## src/common/dcache_macros.svh

```systemverilog
// fixed cache geometry; line width must be a power-of-two multiple of XLEN and sets a power of two
`ifndef DCACHE_MACROS_SVH
`define DCACHE_MACROS_SVH

// associativity
`define DCACHE_WAYS 4

// word width, one data bank holds one word per way
`define DCACHE_XLEN 32

// 128 bit line gives four banks, bank picked by offset bits 3:2
`define DCACHE_LINE_WIDTH 128

// 16 sets, 4 bit index
`define DCACHE_NUM_SETS 16

`define DCACHE_TAG_WIDTH 8

// read ports sharing the arrays
`define DCACHE_NUM_PORTS 3

`endif

```

## src/common/dcache_pkg.sv

```systemverilog
// types of the dcache memory block; widths follow dcache_macros.svh, no user or sideband bits
`include "dcache_macros.svh"

package dcache_pkg;

  localparam int unsigned NUM_BANKS  = `DCACHE_LINE_WIDTH / `DCACHE_XLEN;
  localparam int unsigned BYTE_W     = `DCACHE_XLEN / 8;
  localparam int unsigned IDX_W      = $clog2(`DCACHE_NUM_SETS);
  localparam int unsigned OFF_W      = $clog2(`DCACHE_LINE_WIDTH / 8);
  localparam int unsigned BANK_SEL_W = $clog2(NUM_BANKS);
  localparam int unsigned PORT_SEL_W = $clog2(`DCACHE_NUM_PORTS);
  localparam int unsigned WAY_SEL_W  = $clog2(`DCACHE_WAYS);

  typedef logic [IDX_W-1:0]              idx_t;
  typedef logic [OFF_W-1:0]              off_t;
  typedef logic [BANK_SEL_W-1:0]         bank_sel_t;
  typedef logic [PORT_SEL_W-1:0]         port_sel_t;
  typedef logic [`DCACHE_NUM_PORTS-1:0]  port_mask_t;
  typedef logic [`DCACHE_WAYS-1:0]       way_mask_t;
  typedef logic [NUM_BANKS-1:0]          bank_mask_t;
  typedef logic [`DCACHE_TAG_WIDTH-1:0]  tag_t;

  typedef struct packed {
    logic req;
    logic prio;
    logic tag_only;
    idx_t idx;
    off_t off;
  } rd_req_t;

  typedef rd_req_t [`DCACHE_NUM_PORTS-1:0] rd_req_arr_t;
  typedef tag_t    [`DCACHE_NUM_PORTS-1:0] rd_tag_arr_t;

  typedef struct packed {
    logic vld;
    tag_t tag;
  } tag_entry_t;

  typedef tag_entry_t [`DCACHE_WAYS-1:0] tag_row_t;

  // one word per way, one bank each
  typedef logic [`DCACHE_WAYS-1:0][`DCACHE_XLEN-1:0] data_row_t;
  typedef logic [`DCACHE_WAYS-1:0][BYTE_W-1:0]       data_be_t;

  typedef data_row_t [NUM_BANKS-1:0] data_bank_arr_t;
  typedef data_be_t  [NUM_BANKS-1:0] be_bank_arr_t;
  typedef idx_t      [NUM_BANKS-1:0] bank_idx_arr_t;

  typedef struct packed {
    logic                                 vld;
    way_mask_t                            we;
    tag_t                                 tag;
    idx_t                                 idx;
    logic [`DCACHE_LINE_WIDTH-1:0]        data;
    logic [`DCACHE_LINE_WIDTH/8-1:0]      be;
    way_mask_t                            vld_bits;
  } cl_wr_t;

  typedef struct packed {
    way_mask_t               req;
    idx_t                    idx;
    off_t                    off;
    logic [`DCACHE_XLEN-1:0] data;
    logic [BYTE_W-1:0]       be;
  } word_wr_t;

  typedef struct packed {
    way_mask_t               vld_bits;
    way_mask_t               hit_oh;
    logic [`DCACHE_XLEN-1:0] data;
  } rd_rsp_t;

endpackage

```

## src/arbiter/dcache_bank_ctrl.sv

```systemverilog
// line write owns every bank; word write only proceeds when its bank is free of a granted data read
`timescale 1ns/100ps
`include "dcache_macros.svh"

module dcache_bank_ctrl (
  input  dcache_pkg::rd_req_t        sel_req_i,
  input  logic                       acked_i,
  input  dcache_pkg::cl_wr_t         cl_wr_i,
  input  dcache_pkg::word_wr_t       word_wr_i,
  output logic                       wr_ack_o,
  output dcache_pkg::way_mask_t      tag_req_o,
  output logic                       tag_we_o,
  output dcache_pkg::idx_t           tag_addr_o,
  output dcache_pkg::tag_row_t       tag_wdata_o,
  output dcache_pkg::bank_mask_t     bank_req_o,
  output dcache_pkg::bank_mask_t     bank_we_o,
  output dcache_pkg::bank_idx_arr_t  bank_addr_o,
  output dcache_pkg::data_bank_arr_t bank_wdata_o,
  output dcache_pkg::be_bank_arr_t   bank_be_o
);
  import dcache_pkg::*;

  logic      cl_write;
  logic      rd_data;
  logic      collide;
  bank_sel_t rd_bank;
  bank_sel_t wr_bank;

  assign cl_write = cl_wr_i.vld & (|cl_wr_i.we);
  assign rd_bank  = sel_req_i.off[OFF_W-1 -: BANK_SEL_W];
  assign wr_bank  = word_wr_i.off[OFF_W-1 -: BANK_SEL_W];

  // tag only reads leave the data banks alone
  assign rd_data  = acked_i & ~sel_req_i.tag_only;
  assign collide  = rd_data & (rd_bank == wr_bank);
  assign wr_ack_o = (|word_wr_i.req) & ~cl_wr_i.vld & ~collide;

  //////////////////////////////////////////////////
  // tag array
  //////////////////////////////////////////////////

  assign tag_we_o   = cl_write;
  assign tag_req_o  = cl_write ? cl_wr_i.we : (acked_i ? '1 : '0);
  assign tag_addr_o = cl_write ? cl_wr_i.idx : sel_req_i.idx;

  always_comb begin : p_tag_wdata
    for (int w = 0; w < `DCACHE_WAYS; w++) begin
      tag_wdata_o[w].vld = cl_wr_i.vld_bits[w];
      tag_wdata_o[w].tag = cl_wr_i.tag;
    end
  end

  //////////////////////////////////////////////////
  // data banks
  //////////////////////////////////////////////////

  always_comb begin : p_banks
    for (int b = 0; b < NUM_BANKS; b++) begin
      bank_req_o[b]  = 1'b0;
      bank_we_o[b]   = 1'b0;
      bank_addr_o[b] = word_wr_i.idx;
      // spread the line over banks, one word per bank and way
      for (int w = 0; w < `DCACHE_WAYS; w++) begin
        if (cl_write) begin
          bank_wdata_o[b][w] = cl_wr_i.data[b*`DCACHE_XLEN +: `DCACHE_XLEN];
          bank_be_o[b][w]    = cl_wr_i.we[w] ? cl_wr_i.be[b*BYTE_W +: BYTE_W] : '0;
        end else begin
          bank_wdata_o[b][w] = word_wr_i.data;
          bank_be_o[b][w]    = (wr_ack_o && word_wr_i.req[w] && wr_bank == bank_sel_t'(b)) ?
                               word_wr_i.be : '0;
        end
      end
      if (cl_write) begin
        bank_req_o[b]  = 1'b1;
        bank_we_o[b]   = 1'b1;
        bank_addr_o[b] = cl_wr_i.idx;
      end else begin
        if (rd_data && rd_bank == bank_sel_t'(b)) begin
          bank_req_o[b]  = 1'b1;
          bank_addr_o[b] = sel_req_i.idx;
        end
        // never the read bank, collide already blocked that case
        if (wr_ack_o && wr_bank == bank_sel_t'(b)) begin
          bank_req_o[b] = 1'b1;
          bank_we_o[b]  = 1'b1;
        end
      end
    end
  end

endmodule

```

## config.mk

```make
export PLATFORM = sky130hd
export DESIGN_NAME = dcache_bank_ctrl
export DESIGN_NICKNAME = d
export VERILOG_FILES = /design/src/common/dcache_pkg.sv /design/src/arbiter/dcache_bank_ctrl.sv
export VERILOG_INCLUDE_DIRS = /design/src /design/src/common
export SDC_FILE = /design/constraint.sdc
export NUM_CORES = 1
export LEC_CHECK = 0
export ABC_AREA = 1
export BUFFER_PORTS_ARGS = -buffer_cell sky130_fd_sc_hd__buf_2
export CORE_AREA = 2 2 342 344
export DETAILED_ROUTE_END_ITERATION = 8
export DIE_AREA = 0 0 344 346
export PLACE_DENSITY_LB_ADDON = 0.25
export SYNTH_ARGS = -nofsm -noshare
export SYNTH_HDL_FRONTEND = slang
export SYNTH_SLANG_ARGS = --single-unit
```

## constraint.sdc

```tcl
create_clock -name vclk -period 2
set_input_delay 0.1 -clock vclk [all_inputs]
set_output_delay 0.1 -clock vclk [all_outputs]
set_load 0.02 [all_outputs]
```

==> results_dict.tcl, run 1 <==
set metrics [dict create \
    wirelength_um 53900 \
    rows 125 \
    fin_nets 1665 \
    finalCriticalPeriod_ns 1.80 \
    hold_depth 0 \
    critPathArrivalTime_ns 1.70 \
    post-cts-setup-buffers 0 \
    crit_type "primary input to primary output" \
    max-vdd-ir-drop_uv 121 \
    fin_crit_sh_pct 89.8 \
    crit_slowest_cell "buf_2" \
    worst-path-max-fanout 24 \
    rsz0062_at_grt "no" \
    status "finished, final reports clean" \
    syn_area_per_cell_um2 5.75 \
    crit_path_start_kind "primary input" \
    seqPwrFrac_pct 0 \
    ys_seq_area_share_pct 0 \
    die_area_um2 119000 \
    die-height_um 346 \
    placed_cell_area_um2 9180 \
    crit_buf_inv 5 \
    seqCellArea_um2 0 \
    drc 0 \
    post_cts_resized 0 \
    core_area_um2 115000 \
    vias 7671 \
    wire_per_inst_um 18.2 \
    grt_usage_pct 8.24 \
    fin_setup_tns_ns 0 \
    fmax_mhz 557 \
    critPathTopFamily "buffers and inverters" \
    power_density_nw_per_um2 412 \
    synth_area_um2 5860 \
    internal-power_w 0.00111 \
    hold_end "tag_wdata_o[26]" \
    n_clock_buffer 0 \
    initial_utilization_pct 5.08 \
    yosys_warnings 0 \
    fin_cells 2968 \
    final_core_util_pct 7.97 \
    via_per_inst 2.58 \
    seq_cells 0 \
    setup_viol 0 \
    num_io_pins 871 \
    clkPwrFrac_pct 0 \
    cp-end-kind "primary output" \
    grt_start_max_net_pins 37 \
    power_leakage_nw 5.41 \
    die_x_um 344 \
    grt_pass1_wl_um 65500 \
    path_common_cell "nand2_1" \
    portBuffers 817 \
    overflow 0 \
    power_w 0.00379 \
    hpwl_um 49900 \
    synthCells 1019 \
    grt_antenna_before_repair 39 \
    swShare_pct 70.7 \
    area_growth_pct 57.0 \
    dp_cells 2962 \
    layout-drive-gt1-share_pct 61.4 \
    cts_hold_buf 0 \
    synth_top_cells_by_area "buf_4 55%, nand2_1 22%, o21bai_1 8.2%" \
    tightest_slew_ns 0.703 \
    gp_congestion 0.816 \
    hp-class "primary input to primary output" \
    cpPeakStageDelay_ns 0.24 \
    hold_viol 0 \
    slew_headroom_pct 53.1 \
    pwr-share-comb_pct 100.0 \
    yosys.area.top_type "buf_4" \
    syn-num-nets 1244 \
    synth_top_area_share_pct 55.2 \
    ant_nets 0 \
    final_area_um2 9200 \
    worstHoldStart "cl_wr_i[2]" \
    first_pass_iters 5 \
    p_sw_w 0.00268 \
    crit_path_cell_trace "buf_2 -> nor2_1 -> nand2_1 -> nand2_4 -> inv_6 -> buf_12 -> buf_12 -> nand2_1 -> nand2_1 -> buf_2" \
    drtIter0Drc 442 \
    grt_pass1_vias 6678 \
    finalMaxSlewViolations 0 \
    required_ns 1.90 \
    max_cap_viol_count 0 \
    synth.distinct_cells 18 \
]
==> power groups by stage <==
stage | sequential [W] | combinational [W] | clock [W]
final | 0 | 0.00379 | 0.000000000249
after global routing | 0 | 0.00403 | 0
after CTS | 0 | 0.00385 | 0
after detailed placement | 0 | 0.00384 | 0
after global placement | 0 | 0.00386 | 0
after floorplan | 0 | 0.00296 | 0
==> synthesized netlist by cell type <==
master,instances
nand2_1,339
o21ai_0,32
a21oi_4,1
clkbuf_1,11
inv_2,1
o21bai_1,64
nand3_1,8
and2_1,1
buf_2,8
inv_1,30
nand4_1,10
nand2_2,3
nor2_2,1
buf_6,1
nand3_2,1
nand4_2,6
buf_4,431
nor2_1,71
==> final cells by class <==
| cell class | count | area [µm²] |
|---|---|---|
| multi-input combinational | 537 | 2420 |
| fill | 13900 | 106000 |
| inverter | 31 | 121 |
| antenna | 6 | 15.0 |
| timing repair buffer | 870 | 4730 |
| tap | 1524 | 1910 |
==> per-stage QoR <==
step	setup WS, ns	hold WS [ns]
final	0.204	0.200
after global routing	0.0555	0.200
after CTS	0.137	0.200
after detailed placement	0.144	0.200
after global placement	0.139	0.200
after floorplan	0.681	0.313
==> routing by layer <==
| layer | up-vias | global-route usage [%] | share of wire (%) |
|---|---|---|---|
| met5 | - | 0 | 0.11 |
| met1 | 3485 | 10.7 | 43 |
| li1 | 3574 | - | - |
| met2 | 558 | 14.5 | 48 |
| met3 | 44 | 1.97 | 8.9 |
| met4 | 10 | 0.115 | 0.62 |
==> cell families (layout without fill, tap and decap cells) <==
kind of cell / Yosys count / in the layout / share of synthesized area, %
other cells: 0 / 6 / 0
simple gates: 440 / 440 / 30.0
compound gates: 97 / 97 / 11.2
buf+inv: 482 / 901 / 58.8
==> how the worst max path moves through the flow <==
stage | end | slack, ns | depth (start not counted) | start
after global routing | bank_wdata_o[26] | 0.06 | 10 | cl_wr_i[161]
after global placement | bank_wdata_o[26] | 0.14 | 10 | cl_wr_i[161]
after detailed placement | bank_wdata_o[26] | 0.14 | 10 | cl_wr_i[161]
after CTS | bank_wdata_o[26] | 0.14 | 10 | cl_wr_i[161]
final | bank_wdata_o[133] | 0.20 | 10 | cl_wr_i[161]
after floorplan | bank_wdata_o[100] | 0.68 | 7 | cl_wr_i[160]
==> layout by cell type, fill, tap and decap left out <==
cell type | synthesis | routed
a21oi_4 | 1 | 1
and2_1 | 1 | 1
nand2_2 | 3 | 2
diode_2 | 0 | 6
o21bai_1 | 64 | 64
inv_6 | 0 | 1
nand3_1 | 8 | 8
o21ai_0 | 32 | 32
buf_2 | 8 | 813
nand3_2 | 1 | 1
inv_1 | 30 | 30
buf_12 | 0 | 19
nor2_1 | 71 | 71
buf_4 | 431 | 38
nand2_4 | 0 | 1
nand2_1 | 339 | 339
nand4_2 | 6 | 6
nor2_2 | 1 | 1
nand4_1 | 10 | 10
(Power assumes the default switching activity.)
==> run 2: changes to the inputs <==
--- a/config.mk
+++ b/config.mk
@@ -6,11 +6,10 @@
 export SDC_FILE = /design/constraint.sdc
 export NUM_CORES = 1
 export LEC_CHECK = 0
-export ABC_AREA = 1
 export BUFFER_PORTS_ARGS = -buffer_cell sky130_fd_sc_hd__buf_2
-export CORE_AREA = 2 2 342 344
+export CORE_AREA = 2 2 341 343
 export DETAILED_ROUTE_END_ITERATION = 8
-export DIE_AREA = 0 0 344 346
+export DIE_AREA = 0 0 343 345
 export PLACE_DENSITY_LB_ADDON = 0.25
 export SYNTH_ARGS = -nofsm -noshare
 export SYNTH_HDL_FRONTEND = slang
==> results_dict.tcl, run 2 <==
set metrics [dict create \
    status "finished, final reports clean" \
    critPathArrivalTime_ns 1.82 \
    swShare_pct 70.1 \
    hpwl_um 44400 \
    syn-num-nets 1206 \
    hold_end "tag_wdata_o[17]" \
    portBuffers 817 \
    fin_nets 1626 \
    grt_pass1_wl_um 60100 \
    synth_area_um2 5680 \
    first_pass_iters 5 \
    fin_setup_tns_ns 0 \
    crit_type "primary input to primary output" \
    fin_cells 2930 \
    core_area_um2 115000 \
    internal-power_w 0.00113 \
    ant_nets 0 \
    max_cap_viol_count 0 \
    vias 7656 \
    grt_usage_pct 7.41 \
    required_ns 1.90 \
    synth_top_cells_by_area "buf_4 56%, nand2_1 24%, o21ai_0 6.1%" \
    drc 0 \
    p_sw_w 0.00265 \
    wirelength_um 48400 \
    fmax_mhz 522 \
    grt_start_max_net_pins 39 \
    slew_headroom_pct 56.7 \
    syn_area_per_cell_um2 5.79 \
    power_leakage_nw 5.13 \
    n_fill_cell 13800 \
    yosys.area.top_type "buf_4" \
    layout-drive-gt1-share_pct 63.4 \
    grt_antenna_before_repair 29 \
    seqCellArea_um2 0 \
    synth.distinct_cells 25 \
    tightest_slew_ns 0.640 \
    die_area_um2 118000 \
    place_ws_ns -0.281 \
    synthCells 981 \
    post-cts-setup-buffers 0 \
    area_growth_pct 60.8 \
    synth_common_cells "421 x buf_4, 361 x nand2_1, 69 x o21ai_0" \
    power_density_nw_per_um2 413 \
    grt_pass1_vias 6652 \
    die-height_um 345 \
    post_cts_resized 2 \
    pwr-share-comb_pct 100.0 \
    fin_crit_sh_pct 95.8 \
    cp-end-kind "primary output" \
    overflow 0 \
    cts_hold_buf 0 \
    die_x_um 343 \
    wire_per_inst_um 16.5 \
    final_cell_mix "816 x buf_2, 354 x nand2_1, 69 x o21ai_0" \
    synth_top_area_share_pct 55.7 \
    via_per_inst 2.61 \
    rows 125 \
    finalMaxSlewViolations 0 \
    hold_viol 0 \
    crit_path_start_kind "primary input" \
    num_io_pins 871 \
    dp_cells 2923 \
    drtIter0Drc 472 \
    hp-class "primary input to primary output" \
    whs_ns 0.200 \
    finalCriticalPeriod_ns 1.92 \
    layout_setup_ws_ns 0.0849 \
    ys_seq_area_share_pct 0 \
    hold_depth 0 \
    worstHoldStart "cl_wr_i[1]" \
    yosysMostFrequentCell "buf_4" \
    layout_commonest_cell "buf_2" \
    max-vdd-ir-drop_uv 116 \
    yosys_warnings 0 \
    rsz0062_at_grt "no" \
    n_clock_buffer 0 \
    clkPwrFrac_pct 0 \
    gp_congestion 0.848 \
    worst-path-max-fanout 12 \
    seq_cells 0 \
    initial_utilization_pct 4.93 \
    setup_viol 0 \
    seqPwrFrac_pct 0 \
]
## run 2: cell types whose count changed in the layout (fill, tap and decap cells not counted), sizes merged, moves of 16 or more
cell,before,now
o21bai,64,0
mux2i,0,16
nand4,16,0
o21ai,32,72
nor2,72,7
inv,31,3
nand3b,0,16
nand2,342,361
## run 2: kinds of logic after synthesis
logic type | Yosys count | synth area share [%]
XOR/XNOR | 2 | 0.309
AND/OR/NAND/NOR | 412 | 30.0
multiplexers | 16 | 2.82
AO/OA/AOI/OAI | 89 | 8.25
buffers and inverters | 462 | 58.6
## run 2: metal layers
layer	wire length [µm]	part of all wire, %	global-route usage [%]	up-vias
li1	-	-	-	3499
met4	714	1.5	0.856	6
met3	4070	8.4	1.22	58
met2	21900	45	12.3	577
met5	37	0.077	0	-
met1	21600	45	10.2	3516
## run 2: worst max path at each step
stage / from / to / slack [ns] / cells after the start
2_1_floorplan: cl_wr_i[162] / bank_wdata_o[100] / 0.34 / 7
3_3_place_gp: cl_wr_i[162] / bank_wdata_o[362] / -0.26 / 7
3_5_place_dp: cl_wr_i[162] / bank_wdata_o[362] / -0.28 / 7
4_1_cts: cl_wr_i[162] / bank_wdata_o[386] / 0.006 / 8
5_1_grt: cl_wr_i[162] / bank_wdata_o[184] / 0.005 / 8
6_report: cl_wr_i[162] / bank_wdata_o[184] / 0.08 / 8
## run 2: power groups by stage
stage               Combinational, W        Clock, W  Sequential, W
finish                       0.00377  0.000000000266              0
global route                 0.00400               0              0
CTS                          0.00382               0              0
detailed placement           0.00381               0              0
global placement             0.00384               0              0
floorplan                    0.00291               0              0
## run 2: critical path, stage by stage
cell     delay, ns
buf_2         0.13
o41ai_4       0.44
buf_12        0.20
buf_12        0.15
nand2_1       0.10
buf_12        0.14
nand2_1       0.27
buf_2         0.24
## run 2: layout make-up
class | count | area [µm²] | area share (%)
inverters | 3 | 16.3 | 0.178
well taps | 1524 | 1910 | 20.9
repair buffers | 877 | 4820 | 52.8
multi-input cells | 519 | 2370 | 25.9
diodes | 7 | 17.5 | 0.192
## run 2: metrics by stage
| step | util (%) | total power (W) | instance area [µm²] |
|---|---|---|---|
| final | 7.93 | 0.00377 | 9130 |
| after detailed placement | 7.90 | 0.00381 | 9090 |
| after CTS | 7.90 | 0.00382 | 9100 |
| after global placement | 7.90 | 0.00384 | 9090 |
| after floorplan | - | 0.00291 | 5680 |
| after global routing | 7.92 | 0.00400 | 9110 |
==> run 3: changes to the inputs <==
--- a/config.mk
+++ b/config.mk
@@ -7,10 +7,11 @@
 export NUM_CORES = 1
 export LEC_CHECK = 0
 export BUFFER_PORTS_ARGS = -buffer_cell sky130_fd_sc_hd__buf_2
-export CORE_AREA = 2 2 341 343
+export CORE_AREA = 2 2 342 344
 export DETAILED_ROUTE_END_ITERATION = 8
-export DIE_AREA = 0 0 343 345
+export DIE_AREA = 0 0 344 346
 export PLACE_DENSITY_LB_ADDON = 0.25
+export RECOVER_POWER = 100
 export SYNTH_ARGS = -nofsm -noshare
 export SYNTH_HDL_FRONTEND = slang
 export SYNTH_SLANG_ARGS = --single-unit
==> constraint.sdc (replaced) <==
create_clock -name vclk -period 1.8
set_input_delay 0.09 -clock vclk [all_inputs]
set_output_delay 0.09 -clock vclk [all_outputs]
set_load 0.02 [all_outputs]
==> results_dict.tcl, run 3 (synthesized netlist as in run 2, its figures left out) <==
set metrics [dict create \
    status "finished with violations" \
    violations "negative setup slack" \
    crit_path_cell_trace "buf_2 -> o41ai_4 -> buf_12 -> buf_12 -> nand2_1 -> nand2_1 -> buf_2" \
    grt_usage_pct 7.77 \
    power_leakage_nw 5.30 \
    hold_depth 0 \
    area_growth_pct 70.2 \
    crit_slowest_cell "o41ai_4" \
    grt_start_max_net_pins 33 \
    portBuffers 817 \
    finalCriticalPeriod_ns 1.86 \
    crit_buf_inv 4 \
    critPathTopFamily "buffers and inverters" \
    worst-path-max-fanout 16 \
    first_pass_iters 4 \
    fin_nets 1662 \
    wirelength_um 51300 \
    seqCellArea_um2 0 \
    vias 7932 \
    grt_pass1_vias 6801 \
    overflow 0 \
    cpPeakStageDelay_ns 0.42 \
    fin_crit_sh_pct 103 \
    hold_viol 0 \
    via_per_inst 2.67 \
    dp_cells 2956 \
    required_ns 1.71 \
    grt_pass1_wl_um 63100 \
    max-vdd-ir-drop_uv 126 \
    grt_antenna_before_repair 34 \
    tightest_slew_ns 0.455 \
    seq_cells 0 \
    final_cell_mix "781 x buf_2, 308 x nand2_1, 67 x o21ai_0" \
    finalMaxSlewViolations 0 \
    layout-drive-gt1-share_pct 66.6 \
    ant_nets 0 \
    cp.depth 7 \
    cts_hold_buf 0 \
    num_io_pins 871 \
    die-height_um 346 \
    gp_congestion 0.829 \
    rows 125 \
    layout_commonest_cell "buf_2" \
    die_x_um 344 \
    fin_cells 2969 \
    setup_viol 37 \
    die_area_um2 119000 \
    core_area_um2 115000 \
    cp-end-kind "primary output" \
    wire_per_inst_um 17.3 \
    rsz0062_at_grt "yes" \
    initial_utilization_pct 4.92 \
    layout_setup_ws_ns -0.0617 \
    cp-startpoint "cl_wr_i[161]" \
    critPathArrivalTime_ns 1.77 \
    drc 0 \
    crit_path_start_kind "primary input" \
    crit_type "primary input to primary output" \
    place_ws_ns -0.253 \
    hp-class "primary input to primary output" \
    max_cap_viol_count 0 \
    n_clock_buffer 0 \
    power_density_nw_per_um2 454 \
    drtIter0Drc 392 \
    slew_headroom_pct 69.2 \
    worstHoldStart "cl_wr_i[1]" \
    hpwl_um 47100 \
    fmax_mhz 537 \
]
==> run 3: stage by stage <==
stage                     total power, W  utilization [%]  setup TNS [ns]  hold slack [ns]  area [µm²]
after global routing             0.00465             8.36           -7.15            0.180        9640
after detailed placement         0.00435             8.14          -12.62            0.180        9400
after CTS                        0.00442             8.28           -1.72            0.180        9560
final                            0.00439             8.37           -1.16            0.180        9660
after floorplan                  0.00324                -               0            0.293        5680
after global placement           0.00438             8.14           -8.01            0.180        9400
==> run 3: layout make-up <==
type,count,area [µm²]
Fill cell,13800,106000
Timing Repair Buffer,913,5200
Multi-Input combinational cell,519,2510
Tap cell,1524,1910
Antenna cell,10,25.0
Inverter,3,18.8
==> run 3: worst paths after layout <==
check                           end  slack [ns]
setup / recovery  bank_wdata_o[421]       -0.06
hold / removal      tag_wdata_o[17]        0.18
==> run 3: power by group <==
group / switching, W / total, W / internal (W) / leakage, nW
Combinational: 0.00301 / 0.00439 / 0.00138 / 5.30
Clock: 0 / 0.000000000338 / 0.000000000338 / 0.0000629
Sequential: 0 / 0 / 0 / 0
==> run 3: timing repair <==
action,in CTS,in global routing
resized for setup,42,42
buffers inserted,1,1
endpoints found under the setup margin,265,160
cloned,1,0
pin swaps,0,1
==> run 3: routing by layer <==
metal	wire length, µm	vias up	track usage (%)
li1	-	3580	-
met1	22900	3708	10.6
met2	22900	562	12.6
met3	4520	68	1.73
met4	829	14	1.01
met5	92	-	0
